## config.mk

```make
export PLATFORM = sky130hd
export DESIGN_NAME = mem_ctrl_top
export DESIGN_NICKNAME = d
export VERILOG_FILES = /design/src/verilog/mem_ctrl_pkg.sv /design/src/verilog/layer_param_decode.sv /design/src/verilog/map_read_sequencer.sv /design/src/verilog/weight_addr_gen.sv /design/src/verilog/mem_ctrl_top.sv
export VERILOG_INCLUDE_DIRS = /design/src /design/src/verilog
export SDC_FILE = /design/constraint.sdc
export NUM_CORES = 1
export LEC_CHECK = 0
export BUFFER_PORTS_ARGS = -buffer_cell sky130_fd_sc_hd__buf_2
export CORE_ASPECT_RATIO = 0.9
export CORE_MARGIN = 2
export CORE_UTILIZATION = 25
export CTS_CLUSTER_SIZE = 12
export DETAILED_ROUTE_END_ITERATION = 12
export PLACE_DENSITY_LB_ADDON = 0.12
export REMOVE_ABC_BUFFERS = 1
export SLEW_MARGIN = 20
export SYNTH_ARGS = -nofsm -noshare
export SYNTH_HDL_FRONTEND = slang
export SYNTH_SLANG_ARGS = --single-unit
```

## constraint.sdc

```tcl
create_clock -name clk_cal -period 13.1 [get_ports clk_cal]
set_input_delay 0.655 -clock clk_cal [delete_from_list [all_inputs] [get_ports clk_cal]]
set_output_delay 0.655 -clock clk_cal [all_outputs]
set_load 0.1 [all_outputs]
```

## src/verilog/mem_ctrl_defines.svh

```systemverilog
// array geometry and field widths shared by the memory controller RTL
// include in any file that sizes ports or registers from the PE array shape
`ifndef MEM_CTRL_DEFINES_SVH
`define MEM_CTRL_DEFINES_SVH

// PE array shape, one map buffer word holds MC_COLS points
`define MC_COLS          8
`define MC_ROWS          16

// buffer address widths
`define MAP_AW           9
`define WT_AW            14

// convolution layers handled by the controller, numbered from 1
`define NUM_CONV_LAYERS  7
`define LYR_W            4

// layer parameter field widths
`define PRM_W            12
`define CH_W             7
`define KS_W             8
`define PK_W             4
`define PS_W             3
`define RELU_W           2

// derived loop bound widths
`define SPAN_W           10
`define BM_W             7
`define CAL_W            10
`define FTN_W            4
`define CYC_W            11

`endif

```

## src/verilog/mem_ctrl_pkg.sv

```systemverilog
// layer parameter tables and helpers for the memory controller
// imported by the decode, read sequencer and weight address blocks
`default_nettype none
`include "mem_ctrl_defines.svh"

package mem_ctrl_pkg;

	// field positions inside one layer_tbl row
	localparam int unsigned LT_IX     = 0;
	localparam int unsigned LT_OXC    = 1;
	localparam int unsigned LT_M      = 2;
	localparam int unsigned LT_N      = 3;
	localparam int unsigned LT_HU     = 4;
	localparam int unsigned LT_K      = 5;
	localparam int unsigned LT_S      = 6;
	localparam int unsigned LT_PK     = 7;
	localparam int unsigned LT_PS     = 8;
	localparam int unsigned LT_RELU   = 9;
	localparam int unsigned LT_PAD    = 10;
	localparam int unsigned LT_FIELDS = 11;

	// width for intermediate address products
	localparam int unsigned MUL_W = 20;
	// input window moves by 2*S words per calculation pass
	localparam int unsigned WIN_STEP = 2;

	// IX, OX after conv, M, N, Hu, K, S, pool K, pool S, relu max, input pad
	localparam int unsigned layer_tbl [1:`NUM_CONV_LAYERS][0:LT_FIELDS-1] = '{
		'{3600, 1800,  1,  8, 46, 16, 2, 8, 4, 2, 14},
		'{ 449,  225,  8, 12, 42, 12, 2, 4, 2, 2, 11},
		'{ 111,  111, 12, 32, 24,  9, 1, 5, 2, 0,  8},
		'{  54,   54, 32, 64, 22,  7, 1, 4, 2, 0,  6},
		'{  26,   26, 64, 64, 20,  5, 1, 2, 2, 0,  4},
		'{  13,   13, 64, 64, 18,  3, 1, 2, 2, 0,  2},
		'{   6,    6, 64, 72, 18,  3, 1, 2, 2, 0,  2}
	};

	// first weight buffer word of each layer
	localparam int unsigned wt_base_tbl [1:`NUM_CONV_LAYERS] = '{
		0, 16, 208, 640, 2432, 4992, 6528
	};

	// points to whole buffer words, rounded up
	function automatic int unsigned words_of(input int unsigned pts);
		return (pts + `MC_COLS - 1) / `MC_COLS;
	endfunction

endpackage

`default_nettype wire

```

## src/verilog/layer_param_decode.sv

```systemverilog
// latches one convolution layer's parameters from the package table on load
// and derives the loop bounds used by the read sequencer and weight generator
`timescale 1ns/1ps
`default_nettype none
`include "mem_ctrl_defines.svh"

module layer_param_decode (
	input  logic                  clk_cal,
	input  logic                  rst_cal_n,
	input  logic                  param_load,
	input  logic [`LYR_W-1:0]     nn_layer_cnt,
	output logic [`KS_W-1:0]      k,
	output logic [`KS_W-1:0]      s,
	output logic [`CH_W-1:0]      m,
	output logic [`PK_W-1:0]      pool_k,
	output logic [`PS_W-1:0]      pool_s,
	output logic [`RELU_W-1:0]    relu_max,
	output logic [`CYC_W-1:0]     cal_cycle,
	output logic [`CYC_W-1:0]     pass_cycle,
	output logic [`SPAN_W-1:0]    imap_span,
	output logic [`BM_W-1:0]      bm_times,
	output logic [`BM_W-1:0]      bm_times1,
	output logic [`CAL_W-1:0]     cal_times,
	output logic [`FTN_W-1:0]     ft_n_times,
	output logic [`WT_AW-1:0]     wt_base
);
	import mem_ctrl_pkg::*;

	logic [`LYR_W-1:0]  lyr_idx;
	logic [`PRM_W-1:0]  pad_ix;
	logic [`PRM_W-1:0]  oxc;
	logic [`SPAN_W-1:0] span_d;
	logic [`BM_W-1:0]   bm_d;
	logic [`CAL_W-1:0]  cal_d;
	logic [`FTN_W-1:0]  ftn_d;

	// layer index outside 1..7 falls back to layer 1
	assign lyr_idx = (nn_layer_cnt >= `LYR_W'(1) &&
		nn_layer_cnt <= `LYR_W'(`NUM_CONV_LAYERS)) ? nn_layer_cnt : `LYR_W'(1);

	// ***********************************************************
	// loop bounds from the selected table row
	// ***********************************************************
	always_comb begin
		// input map length including zero padding at both ends
		pad_ix = `PRM_W'(layer_tbl[lyr_idx][LT_IX] + layer_tbl[lyr_idx][LT_PAD]);
		oxc    = `PRM_W'(layer_tbl[lyr_idx][LT_OXC]);
		// words of one padded map in the map buffer
		span_d = `SPAN_W'(words_of(pad_ix));
		// Hu points per burst
		bm_d   = `BM_W'(words_of(layer_tbl[lyr_idx][LT_HU]));
		// output channels go MC_COLS per fetch
		ftn_d  = `FTN_W'(words_of(layer_tbl[lyr_idx][LT_N]));
		// each pass yields MC_ROWS outputs, last layer is a single pass
		if (lyr_idx == `LYR_W'(`NUM_CONV_LAYERS))
			cal_d = `CAL_W'(1);
		else
			cal_d = `CAL_W'((oxc + `MC_ROWS - 1) / `MC_ROWS);
	end

	// ***********************************************************
	// parameter registers, stable from the cycle after the load
	// ***********************************************************
	always_ff @(posedge clk_cal or negedge rst_cal_n) begin
		if (!rst_cal_n) begin
			k          <= '0;
			s          <= '0;
			m          <= '0;
			pool_k     <= '0;
			pool_s     <= '0;
			relu_max   <= '0;
			wt_base    <= '0;
			imap_span  <= '0;
			bm_times   <= '0;
			bm_times1  <= '0;
			cal_times  <= '0;
			ft_n_times <= '0;
		end else if (param_load) begin
			k          <= `KS_W'(layer_tbl[lyr_idx][LT_K]);
			s          <= `KS_W'(layer_tbl[lyr_idx][LT_S]);
			m          <= `CH_W'(layer_tbl[lyr_idx][LT_M]);
			pool_k     <= `PK_W'(layer_tbl[lyr_idx][LT_PK]);
			pool_s     <= `PS_W'(layer_tbl[lyr_idx][LT_PS]);
			relu_max   <= `RELU_W'(layer_tbl[lyr_idx][LT_RELU]);
			wt_base    <= `WT_AW'(wt_base_tbl[lyr_idx]);
			imap_span  <= span_d;
			bm_times   <= bm_d;
			// one extra word for the input register file enable
			bm_times1  <= bm_d + 1'b1;
			cal_times  <= cal_d;
			ft_n_times <= ftn_d;
		end
	end

	// MACs per output point, k taps over m input maps
	assign cal_cycle  = `CYC_W'(k) * `CYC_W'(m);
	// pipeline fill through the rows and the column skew
	assign pass_cycle = `CYC_W'(`MC_ROWS + `MC_COLS - 3) + `CYC_W'(k);

endmodule

`default_nettype wire

```

## src/verilog/map_read_sequencer.sv

```systemverilog
// nested burst, map, fetch and pass counters for reading one layer's input maps
// drives the map buffer read address, the output valids and the done flags
`timescale 1ns/1ps
`default_nettype none
`include "mem_ctrl_defines.svh"

module map_read_sequencer (
	input  logic                  clk_cal,
	input  logic                  rst_cal_n,
	input  logic                  cal_start,
	input  logic                  cal_active,
	input  logic                  pe_end,
	input  logic [`SPAN_W-1:0]    imap_span,
	input  logic [`BM_W-1:0]      bm_times,
	input  logic [`BM_W-1:0]      bm_times1,
	input  logic [`CAL_W-1:0]     cal_times,
	input  logic [`FTN_W-1:0]     ft_n_times,
	input  logic [`CH_W-1:0]      m,
	input  logic [`KS_W-1:0]      s,
	output logic [`BM_W-1:0]      bm_cnt,
	output logic [`CH_W-1:0]      m_cnt,
	output logic [`FTN_W-1:0]     ft_n_cnt,
	output logic [`MAP_AW-1:0]    rd_addr,
	output logic                  rd_done,
	output logic                  data_o_vld,
	output logic                  data_o_vld1,
	output logic                  rd_lyr_done
);
	import mem_ctrl_pkg::*;

	logic [`CAL_W-1:0]  cal_cnt;
	logic               burst_adv;
	logic               burst_end;
	logic               m_last;
	logic               ftn_last;
	logic               lyr_last;
	logic [MUL_W-1:0]   map_off;
	logic [MUL_W-1:0]   win_off;
	logic [`MAP_AW-1:0] rd_addr_nxt;

	// PE array takes a word this cycle
	assign burst_adv = pe_end && cal_active && !rd_lyr_done;
	// last word of the burst goes out
	assign burst_end = burst_adv && (bm_cnt == bm_times);
	assign m_last    = (m_cnt == m);
	assign ftn_last  = (ft_n_cnt == ft_n_times);
	assign lyr_last  = m_last && ftn_last && (cal_cnt == cal_times);

	// ***********************************************************
	// burst word counter
	// ***********************************************************
	// a dropped pe_end restarts the burst from word 0
	always_ff @(posedge clk_cal or negedge rst_cal_n) begin
		if (!rst_cal_n)
			bm_cnt <= '0;
		else if (cal_start || !burst_adv || burst_end)
			bm_cnt <= '0;
		else
			bm_cnt <= bm_cnt + 1'b1;
	end

	// one pulse per completed burst
	always_ff @(posedge clk_cal or negedge rst_cal_n) begin
		if (!rst_cal_n)
			rd_done <= 1'b0;
		else
			rd_done <= burst_end;
	end

	// ***********************************************************
	// map, fetch and pass counters, m_cnt innermost
	// ***********************************************************
	always_ff @(posedge clk_cal or negedge rst_cal_n) begin
		if (!rst_cal_n) begin
			m_cnt    <= '0;
			ft_n_cnt <= '0;
			cal_cnt  <= '0;
		end else if (cal_start) begin
			m_cnt    <= `CH_W'(1);
			ft_n_cnt <= `FTN_W'(1);
			cal_cnt  <= `CAL_W'(1);
		end else if (rd_done) begin
			m_cnt <= m_last ? `CH_W'(1) : m_cnt + 1'b1;
			if (m_last)
				ft_n_cnt <= ftn_last ? `FTN_W'(1) : ft_n_cnt + 1'b1;
			// pass count holds at its bound once the layer is read
			if (m_last && ftn_last && cal_cnt != cal_times)
				cal_cnt <= cal_cnt + 1'b1;
		end
	end

	// set after the final burst, cleared by the next layer start
	always_ff @(posedge clk_cal or negedge rst_cal_n) begin
		if (!rst_cal_n)
			rd_lyr_done <= 1'b0;
		else if (cal_start)
			rd_lyr_done <= 1'b0;
		else if (rd_done && lyr_last)
			rd_lyr_done <= 1'b1;
	end

	// ***********************************************************
	// output valids and read address
	// ***********************************************************
	// valid for every word of the burst but the last one
	always_ff @(posedge clk_cal or negedge rst_cal_n) begin
		if (!rst_cal_n) begin
			data_o_vld  <= 1'b0;
			data_o_vld1 <= 1'b0;
		end else begin
			data_o_vld  <= burst_adv && (bm_cnt != bm_times);
			data_o_vld1 <= burst_adv && (bm_cnt != bm_times1);
		end
	end

	// map base, then window start of the pass, then word in burst
	assign map_off = (MUL_W'(m_cnt) - MUL_W'(1)) * MUL_W'(imap_span);
	assign win_off = (MUL_W'(cal_cnt) - MUL_W'(1)) * MUL_W'(WIN_STEP) * MUL_W'(s);
	assign rd_addr_nxt = `MAP_AW'(map_off + win_off + MUL_W'(bm_cnt));

	always_ff @(posedge clk_cal) begin
		if (pe_end)
			rd_addr <= rd_addr_nxt;
	end

endmodule

`default_nettype wire

```

## src/verilog/weight_addr_gen.sv

```systemverilog
// weight buffer addressing during calculation, one k-word window per burst
// column 0 address and valid, then a skew line feeding the other PE columns
`timescale 1ns/1ps
`default_nettype none
`include "mem_ctrl_defines.svh"

module weight_addr_gen (
	input  logic                               clk_cal,
	input  logic                               rst_cal_n,
	input  logic                               cal_start,
	input  logic                               cal_active,
	input  logic                               pe_end,
	input  logic                               rd_done,
	input  logic [`CH_W-1:0]                   m_cnt,
	input  logic [`FTN_W-1:0]                  ft_n_cnt,
	input  logic [`KS_W-1:0]                   k,
	input  logic [`CH_W-1:0]                   m,
	input  logic [`FTN_W-1:0]                  ft_n_times,
	input  logic [`WT_AW-1:0]                  wt_base,
	output logic [`MC_COLS-1:0][`WT_AW-1:0]    wt_col_addr,
	output logic [`MC_COLS-1:0]                wt_col_vld
);
	import mem_ctrl_pkg::*;

	logic               busy;
	logic [`KS_W-1:0]   k_cnt;
	logic [MUL_W-1:0]   n_prod;
	logic [MUL_W-1:0]   m_prod;
	logic [MUL_W-1:0]   total;
	logic [`WT_AW-1:0]  n_off;
	logic [`WT_AW-1:0]  m_off;
	logic [`WT_AW-1:0]  wt_last;
	logic [`WT_AW-1:0]  addr0_nxt;

	// k*m words per fetch group, k words per input map
	assign n_prod = (MUL_W'(ft_n_cnt) - MUL_W'(1)) * MUL_W'(k) * MUL_W'(m);
	assign m_prod = (MUL_W'(m_cnt) - MUL_W'(1)) * MUL_W'(k);
	assign total  = MUL_W'(k) * MUL_W'(m) * MUL_W'(ft_n_times);
	// final weight word of the layer
	assign wt_last = `WT_AW'(MUL_W'(wt_base) + total - MUL_W'(1));

	// burst offsets, captured while the counters still hold the burst
	always_ff @(posedge clk_cal) begin
		if (rd_done) begin
			n_off <= `WT_AW'(n_prod);
			m_off <= `WT_AW'(m_prod);
		end
	end

	// ***********************************************************
	// k-cycle window, restarted by every rd_done
	// ***********************************************************
	always_ff @(posedge clk_cal or negedge rst_cal_n) begin
		if (!rst_cal_n) begin
			busy  <= 1'b0;
			k_cnt <= '0;
		end else if (cal_start) begin
			busy  <= 1'b0;
			k_cnt <= '0;
		end else if (rd_done) begin
			busy  <= 1'b1;
			k_cnt <= '0;
		end else if (busy) begin
			if (k_cnt == k - 1'b1 || !cal_active)
				busy <= 1'b0;
			k_cnt <= k_cnt + 1'b1;
		end
	end

	assign addr0_nxt = wt_base + n_off + m_off + `WT_AW'(k_cnt);

	// ***********************************************************
	// column 0 and skew line, column i lags column 0 by i cycles
	// ***********************************************************
	always_ff @(posedge clk_cal) begin
		if (cal_start)
			wt_col_addr[0] <= wt_base;
		else if (busy)
			wt_col_addr[0] <= addr0_nxt;
		// back to the layer base once the last word is out and maps flow again
		else if (pe_end && wt_col_addr[0] == wt_last)
			wt_col_addr[0] <= wt_base;
		for (int i = 1; i < `MC_COLS; i++)
			wt_col_addr[i] <= wt_col_addr[i-1];
	end

	always_ff @(posedge clk_cal or negedge rst_cal_n) begin
		if (!rst_cal_n)
			wt_col_vld <= '0;
		else
			wt_col_vld <= {wt_col_vld[`MC_COLS-2:0], busy && cal_active};
	end

endmodule

`default_nettype wire

```

## src/verilog/mem_ctrl_top.sv

```systemverilog
// memory controller top, parameter decode feeding the map read sequencer
// and the weight address generator, connections only
`timescale 1ns/1ps
`default_nettype none
`include "mem_ctrl_defines.svh"

module mem_ctrl_top (
	input  logic                               clk_cal,
	input  logic                               rst_cal_n,
	input  logic [`LYR_W-1:0]                  nn_layer_cnt,
	input  logic                               param_load,
	input  logic                               cal_start,
	input  logic                               cal_active,
	input  logic                               pe_end,
	output logic [`KS_W-1:0]                   k,
	output logic [`KS_W-1:0]                   s,
	output logic [`PK_W-1:0]                   pool_k,
	output logic [`PS_W-1:0]                   pool_s,
	output logic [`RELU_W-1:0]                 relu_max,
	output logic [`CYC_W-1:0]                  cal_cycle,
	output logic [`CYC_W-1:0]                  pass_cycle,
	output logic [`BM_W-1:0]                   bm_cnt,
	output logic [`FTN_W-1:0]                  ft_n_cnt,
	output logic [`MAP_AW-1:0]                 rd_addr,
	output logic                               rd_done,
	output logic                               data_o_vld,
	output logic                               data_o_vld1,
	output logic                               rd_lyr_done,
	output logic [`MC_COLS-1:0][`WT_AW-1:0]    wt_col_addr,
	output logic [`MC_COLS-1:0]                wt_col_vld
);

	// loop bounds from decode
	logic [`CH_W-1:0]   m;
	logic [`SPAN_W-1:0] imap_span;
	logic [`BM_W-1:0]   bm_times;
	logic [`BM_W-1:0]   bm_times1;
	logic [`CAL_W-1:0]  cal_times;
	logic [`FTN_W-1:0]  ft_n_times;
	logic [`WT_AW-1:0]  wt_base;
	// burst position for the weight offsets
	logic [`CH_W-1:0]   m_cnt;

	layer_param_decode u_decode (
		.clk_cal(clk_cal), .rst_cal_n(rst_cal_n),
		.param_load(param_load), .nn_layer_cnt(nn_layer_cnt),
		.k(k), .s(s), .m(m), .pool_k(pool_k), .pool_s(pool_s), .relu_max(relu_max),
		.cal_cycle(cal_cycle), .pass_cycle(pass_cycle), .imap_span(imap_span),
		.bm_times(bm_times), .bm_times1(bm_times1), .cal_times(cal_times),
		.ft_n_times(ft_n_times), .wt_base(wt_base)
	);

	map_read_sequencer u_seq (
		.clk_cal(clk_cal), .rst_cal_n(rst_cal_n),
		.cal_start(cal_start), .cal_active(cal_active), .pe_end(pe_end),
		.imap_span(imap_span), .bm_times(bm_times), .bm_times1(bm_times1),
		.cal_times(cal_times), .ft_n_times(ft_n_times), .m(m), .s(s),
		.bm_cnt(bm_cnt), .m_cnt(m_cnt), .ft_n_cnt(ft_n_cnt), .rd_addr(rd_addr),
		.rd_done(rd_done), .data_o_vld(data_o_vld), .data_o_vld1(data_o_vld1),
		.rd_lyr_done(rd_lyr_done)
	);

	weight_addr_gen u_wt (
		.clk_cal(clk_cal), .rst_cal_n(rst_cal_n),
		.cal_start(cal_start), .cal_active(cal_active), .pe_end(pe_end),
		.rd_done(rd_done), .m_cnt(m_cnt), .ft_n_cnt(ft_n_cnt),
		.k(k), .m(m), .ft_n_times(ft_n_times), .wt_base(wt_base),
		.wt_col_addr(wt_col_addr), .wt_col_vld(wt_col_vld)
	);

endmodule

`default_nettype wire

```

# Word level (Yosys, flattened, before mapping)
# Memory sizes are Yosys's and may differ from the RTL's. A register that Yosys moved wholly into a read port is not among the register bits.
# Index checks and enable logic that the tools add are counted.
# Widths: inputs -> output; s select.
# classes
n_addsub	27
multipliers	8
order_cmp	3
eq_ne	10
muxes	27
bitwise_logic	1
n_reduce_logical	27
# ops
cell	n
$mux 332	2
$add 14x14->14	3
$mux 14	3
$mux 10	4
$mux 7	4
$sub 14x1->14 const B	2
$mux 8	3
$add 7x1->7 const B	3
$mul 20x10->9	1
$mul 20x7->14	1
$mul 20x8->20	1
$mux 4	5
$mul 19x8->8	1
$mul 15x4->14	1
$mul 8x7->15	1
$add 14x8->14	1
$eq 14x14->1	1
$eq 7x7->1	2
$mul 8x9->14	1
$ne 7x7->1	2
$add 12x4->13 const B	1
$add 12x5->13 const B	1
$sub 13x1->13 const B	1
$add 12x12->12	1
31 further kinds	57
# totals
ff_bits	268
mem_bits_ro	3072
out_inout_bits	191
memories	2
# memory_table
name	words	word_bits	read_ports	rd_ports_with_merged_regs	wr	line	rtl
(name not given)	8	352	1	0	0	layer_param_decode.sv:46	pad_ix = `PRM_W'(layer_tbl[lyr_idx][LT_IX] + layer_tbl[lyr_idx][LT_PAD]);
(name not given)	8	32	1	1	0	layer_param_decode.sv:85	wt_base <= `WT_AW'(wt_base_tbl[lyr_idx]);

# Longest topological paths before layout
# depth
ltp_word	10
ltp_mapped	32
ltp_nobuf	31

# Hierarchy
# From an unflattened synthesis, not the netlist that was laid out.
# unflattened
hier_cells	2312
hier_area_um2	22424.0
# modules_own_cells
mod	instances	cells_each	area_per_inst_um2
weight_addr_gen	1	1427	14315.0
map_read_sequencer	1	528	4862.2
layer_param_decode	1	357	3246.9

# Worst setup path before layout
# No wires, ideal clock.
# synth_path
path_type	flip-flop to flip-flop
startpoint	reg u_decode.wt_base[7]
endpoint	reg u_wt.wt_col_addr[0] (netlist bit), enable pin
setup_ns	0.388
arrival_ns	9.286
path_slack_ns	3.426
path_stages_with_launch	27
n_path_buf	2
synth_period_minus_slack_ns	9.674
path_cell_list	dfrtp_1 -> inv_1 -> clkbuf_1 -> buf_1 -> nor2_1 -> ha_1 -> ha_1 -> ha_1 -> inv_1 -> fa_1 -> xnor2_1 -> and2_1 -> ha_1 -> inv_1 -> fa_1 -> fa_1 -> inv_1 -> ha_1 -> and2_1 -> a311o_1 -> or3_1 -> a31oi_2 -> o21a_2 -> o21ai_2 -> xnor2_2 -> xnor2_1 -> o31ai_2
# synth_between
elab_chain_len	5
# synth_lines
element	line	rtl
start: declaration	layer_param_decode.sv:25	output logic [`WT_AW-1:0] wt_base
$add 14x14->14	weight_addr_gen.sv:40	assign wt_last = `WT_AW'(MUL_W'(wt_base) + total - MUL_W'(1));
$sub 14x1->14	weight_addr_gen.sv:40	
$eq 14x14->1	weight_addr_gen.sv:81	else if (pe_end && wt_col_addr[0] == wt_last)
$logic_and 1x1->1	weight_addr_gen.sv:81	
$reduce_bool 3->1 (no line)	-	
end signal: indexed assignment	weight_addr_gen.sv:84	wt_col_addr[i] <= wt_col_addr[i-1];
end: declaration	weight_addr_gen.sv:20	output logic [`MC_COLS-1:0][`WT_AW-1:0] wt_col_addr,
# Every way passes these cells.
# A chain may end at the register's enable or synchronous reset.

# Final worst setup path
# layout_path
startpoint	reg u_seq.ft_n_cnt[0]
endpoint	reg u_wt.n_off[13] (data pin)
# layout_between
elab_chain_len	3
# layout_lines
element	line	rtl
start: declaration	map_read_sequencer.sv:22	output logic [`FTN_W-1:0] ft_n_cnt,
start signal: assignment	map_read_sequencer.sv:80	ft_n_cnt <= `FTN_W'(1);
start signal: assignment	map_read_sequencer.sv:85	ft_n_cnt <= ftn_last ? `FTN_W'(1) : ft_n_cnt + 1'b1;
$sub 4x1->5	weight_addr_gen.sv:36	assign n_prod = (MUL_W'(ft_n_cnt) - MUL_W'(1)) * MUL_W'(k) * MUL_W'(m);
$mul 20x8->20	weight_addr_gen.sv:36	
$mul 20x7->14	weight_addr_gen.sv:36	
via u_wt.n_prod[13]	weight_addr_gen.sv:27	logic [MUL_W-1:0] n_prod;
end signal: assignment	weight_addr_gen.sv:45	n_off <= `WT_AW'(n_prod);
end: declaration	weight_addr_gen.sv:30	logic [`WT_AW-1:0] n_off;
# The timed path passes the listed nets, and every way through them passes these cells.

==> run metrics <==
Seq cells post-synth=237; hold path cells=0; Synth Warn #=0; TritonCTS clock tree=built; first-pass GRT wire length=77110 microns; Final setup viols=0; Area Overhead vs Synth=16.66%; Nets=2426; crit-path max cell delay=0.58 ns; Period Utilization, post-route=62.96%; max capacitance violation total=0; register area=5697 sq um; Internal Pwr Total=0.001546 W; synthesized area per cell=9.857 sq um; DR vias/cell=4.207; CTS hold repair buffers=1; All-Layer GR Usage=13.18%; Initial Utilization=25.20%; P_sw=0.0008937 W; main area contributors after synthesis=ha_1, fa_1, dfrtp_1; WL final=49560 microns; Critical Path Stages=28; post-synth cell types=63; core area=72920 sq um; Final min period=8.247 ns; Clock power frac=38.7%; area of the multi-input gates=11270 sq um; post-CTS sizing=0; routability cong.=0.7887; critical path startpoint category=flip-flop; PortBufs=184; Seq pwr share=33.6%; WS Path Type=reg -> reg; Routed Antenna Nets=0; DRC Markers=0; Die X=289.8 microns; f_max=121.3 MHz; Async SR Flop Fraction=37.13%; most common cell in the netlist=inv_1; RSZ-0062 raised after global routing=false; CP Data Required Time=13.37 ns; leading area contributor after synthesis=ha_1; Worst Setup End Kind=flip-flop; status=finished clean; Comb power frac=27.7%; CTS root buffer=clkbuf_16; maximum vdd drop=0.07355 mV; vias in the first global route=13260; Slew @ Worst Pin=1.021 ns; # rows=94; Setup TNS Final=0 ns; initial antenna violation count=2; Setup WS pre-CTS=4.800 ns; die height=261.2 microns; Fill cells=7722; CP max-delay cell=fa_1; Sw Ratio=36.64%; most common cell type on the critical path=xnor2_1; total power=0.002439 W; vias=12700; Cells after Synth=1864; clock sinks=237; CP max FO=14; top cell family by delay on the critical path=adder cells; post-synthesis cell area=18370 sq um; Worst R2R Path Depth=28; Worst-Skew Late Latency=0.55 ns; Min-Delay Path Class=reg -> reg; Reg clk slew, reported paths=0.06 ns; Top FF cell, synth=dfxtp_1; share of the synthesized area in the top cell type=16.82%; Clock Skew=0.02553 ns; final slew viol count=0; Leak=10.74 nW; detailed placement HPWL=38700 microns; Final Hold Vio Count=0; maximum level of the CTS H-tree=2; final worst setup slack=4.853 ns; worst endpoint data arrival time=8.52 ns; deepest clock path buffer count=3; overflow left after global routing=0; EDFF count, synth=51; share of cells above drive strength 1=14.12%; DIE AREA=75680 sq um; PwrDens=113.8 nW/um^2; Detailed Route Iter0 Violations=505; CP bufs+invs=4; Seq/Total Area, Yosys=31.00%; Worst slew margin=31.73%; worst hold slack=0.3326 ns; I/O pin count=201; CTS buffer count=34; Commonest cells post-synth=inv_1, ha_1, fa_1, nand2_1, nor2_1; largest net degree at the start of global routing=67; Post-CTS Setup Bufs=0; 1st-pass router iterations=4; wire per inst=16.42 microns
-- path summary, 6_finish.rpt --
check / slack [ns] / to / startpoint
max: 4.85 / u_wt.n_off[13] / u_seq.ft_n_cnt[0]
min in group asynchronous: 0.56 / u_seq.bm_cnt[6] / rst_cal_n
min reg2reg: 0.33 / u_wt.wt_col_addr[55] / u_wt.wt_col_addr[41]
max reg2reg: 4.85 / u_wt.n_off[13] / u_seq.ft_n_cnt[0]
max in group asynchronous: 11.26 / u_decode.m[0] / rst_cal_n
min: 0.33 / u_wt.wt_col_addr[55] / u_wt.wt_col_addr[41]
-- worst reg2reg max path: cells and delay by family (launching register included) --
family          cells  cell delay [ns]
xor+xnor            8             1.57
compound gates      4             0.98
fa+ha+maj           9             3.51
simple gates        3             1.06
flops               1             0.55
buf+inv             4             0.34
-- final cells by class --
class / instances / area share (%)
timing repair buffer: 204 / 5.020
sequential: 237 / 26.58
clock inverter: 20 / 1.132
inverter: 274 / 4.798
antenna: 4 / 0.04670
multi-input combinational: 1278 / 52.59
tap: 960 / 5.604
clock buffer: 41 / 4.232
-- flip-flops by register name, summed over array words and instances, names as in the netlist, 6 cells and up --
register and cells:
u_decode.cal_times 7, u_decode.imap_span 6, u_seq.bm_cnt 7, u_seq.cal_cnt 10
u_seq.m_cnt 7, u_seq.rd_addr 9, u_wt.k_cnt 8, u_wt.m_off 14
u_wt.n_off 14, u_wt.wt_col_addr 112, u_wt.wt_col_vld 8
-- cell usage in the layout, fill, tap and decap left out, types with 25 or more instances in the layout --
cell type	instances
and2_1	79
dfrtp_1	87
dfxtp_1	98
xor2_1	72
nand2_1	140
xnor2_1	117
edfxtp_1	51
nor3_1	25
nor2_1	132
inv_1	272
fa_1	140
clkbuf_16	34
nor2b_1	25
a21oi_1	66
ha_1	247
buf_2	183
-- power groups by stage --
stage | Sequential [W] | Combinational [W] | Clock, W
after global routing | 0.000825 | 0.000733 | 0.00101
after detailed placement | 0.000836 | 0.000683 | 0
after global placement | 0.000835 | 0.000684 | 0
final | 0.000820 | 0.000676 | 0.000943
after floorplan | 0.00102 | 0.000340 | 0
after CTS | 0.000821 | 0.000687 | 0.000983
-- logic make-up (layout without fill, tap and decap cells) --
kind of cell,count (synthesis),in the layout,synth area share (%)
AO/OA/AOI/OAI,169,169,5.625
buffers and inverters,364,539,7.954
XOR/XNOR,191,191,9.220
adder cells (fa/ha/maj),387,387,32.07
other,1,20,0.02041
flip-flops,237,237,31.00
AND/OR/NAND/NOR,498,498,13.09
multiplexers,17,17,1.015
-- per-layer routing --
layer,up-vias,global-route usage (%),share of wire [%]
met4,2,3.789,2.2
met3,60,2.108,4.8
met1,6160,18.08,48
met2,225,21.35,45
li1,6251,-,-
met5,-,0,0.026
-- through the flow --
stage               cell area (sq um)  util (%)  cells
detailed placement              20270     27.79   2952
global route                    21430     29.38   3014
global placement                20270     27.79   2952
finish                          21440     29.40   3018
floorplan                       18000         -   1789
CTS                             21430     29.38   3014
No activity file was read; power rests on OpenSTA's default activity.
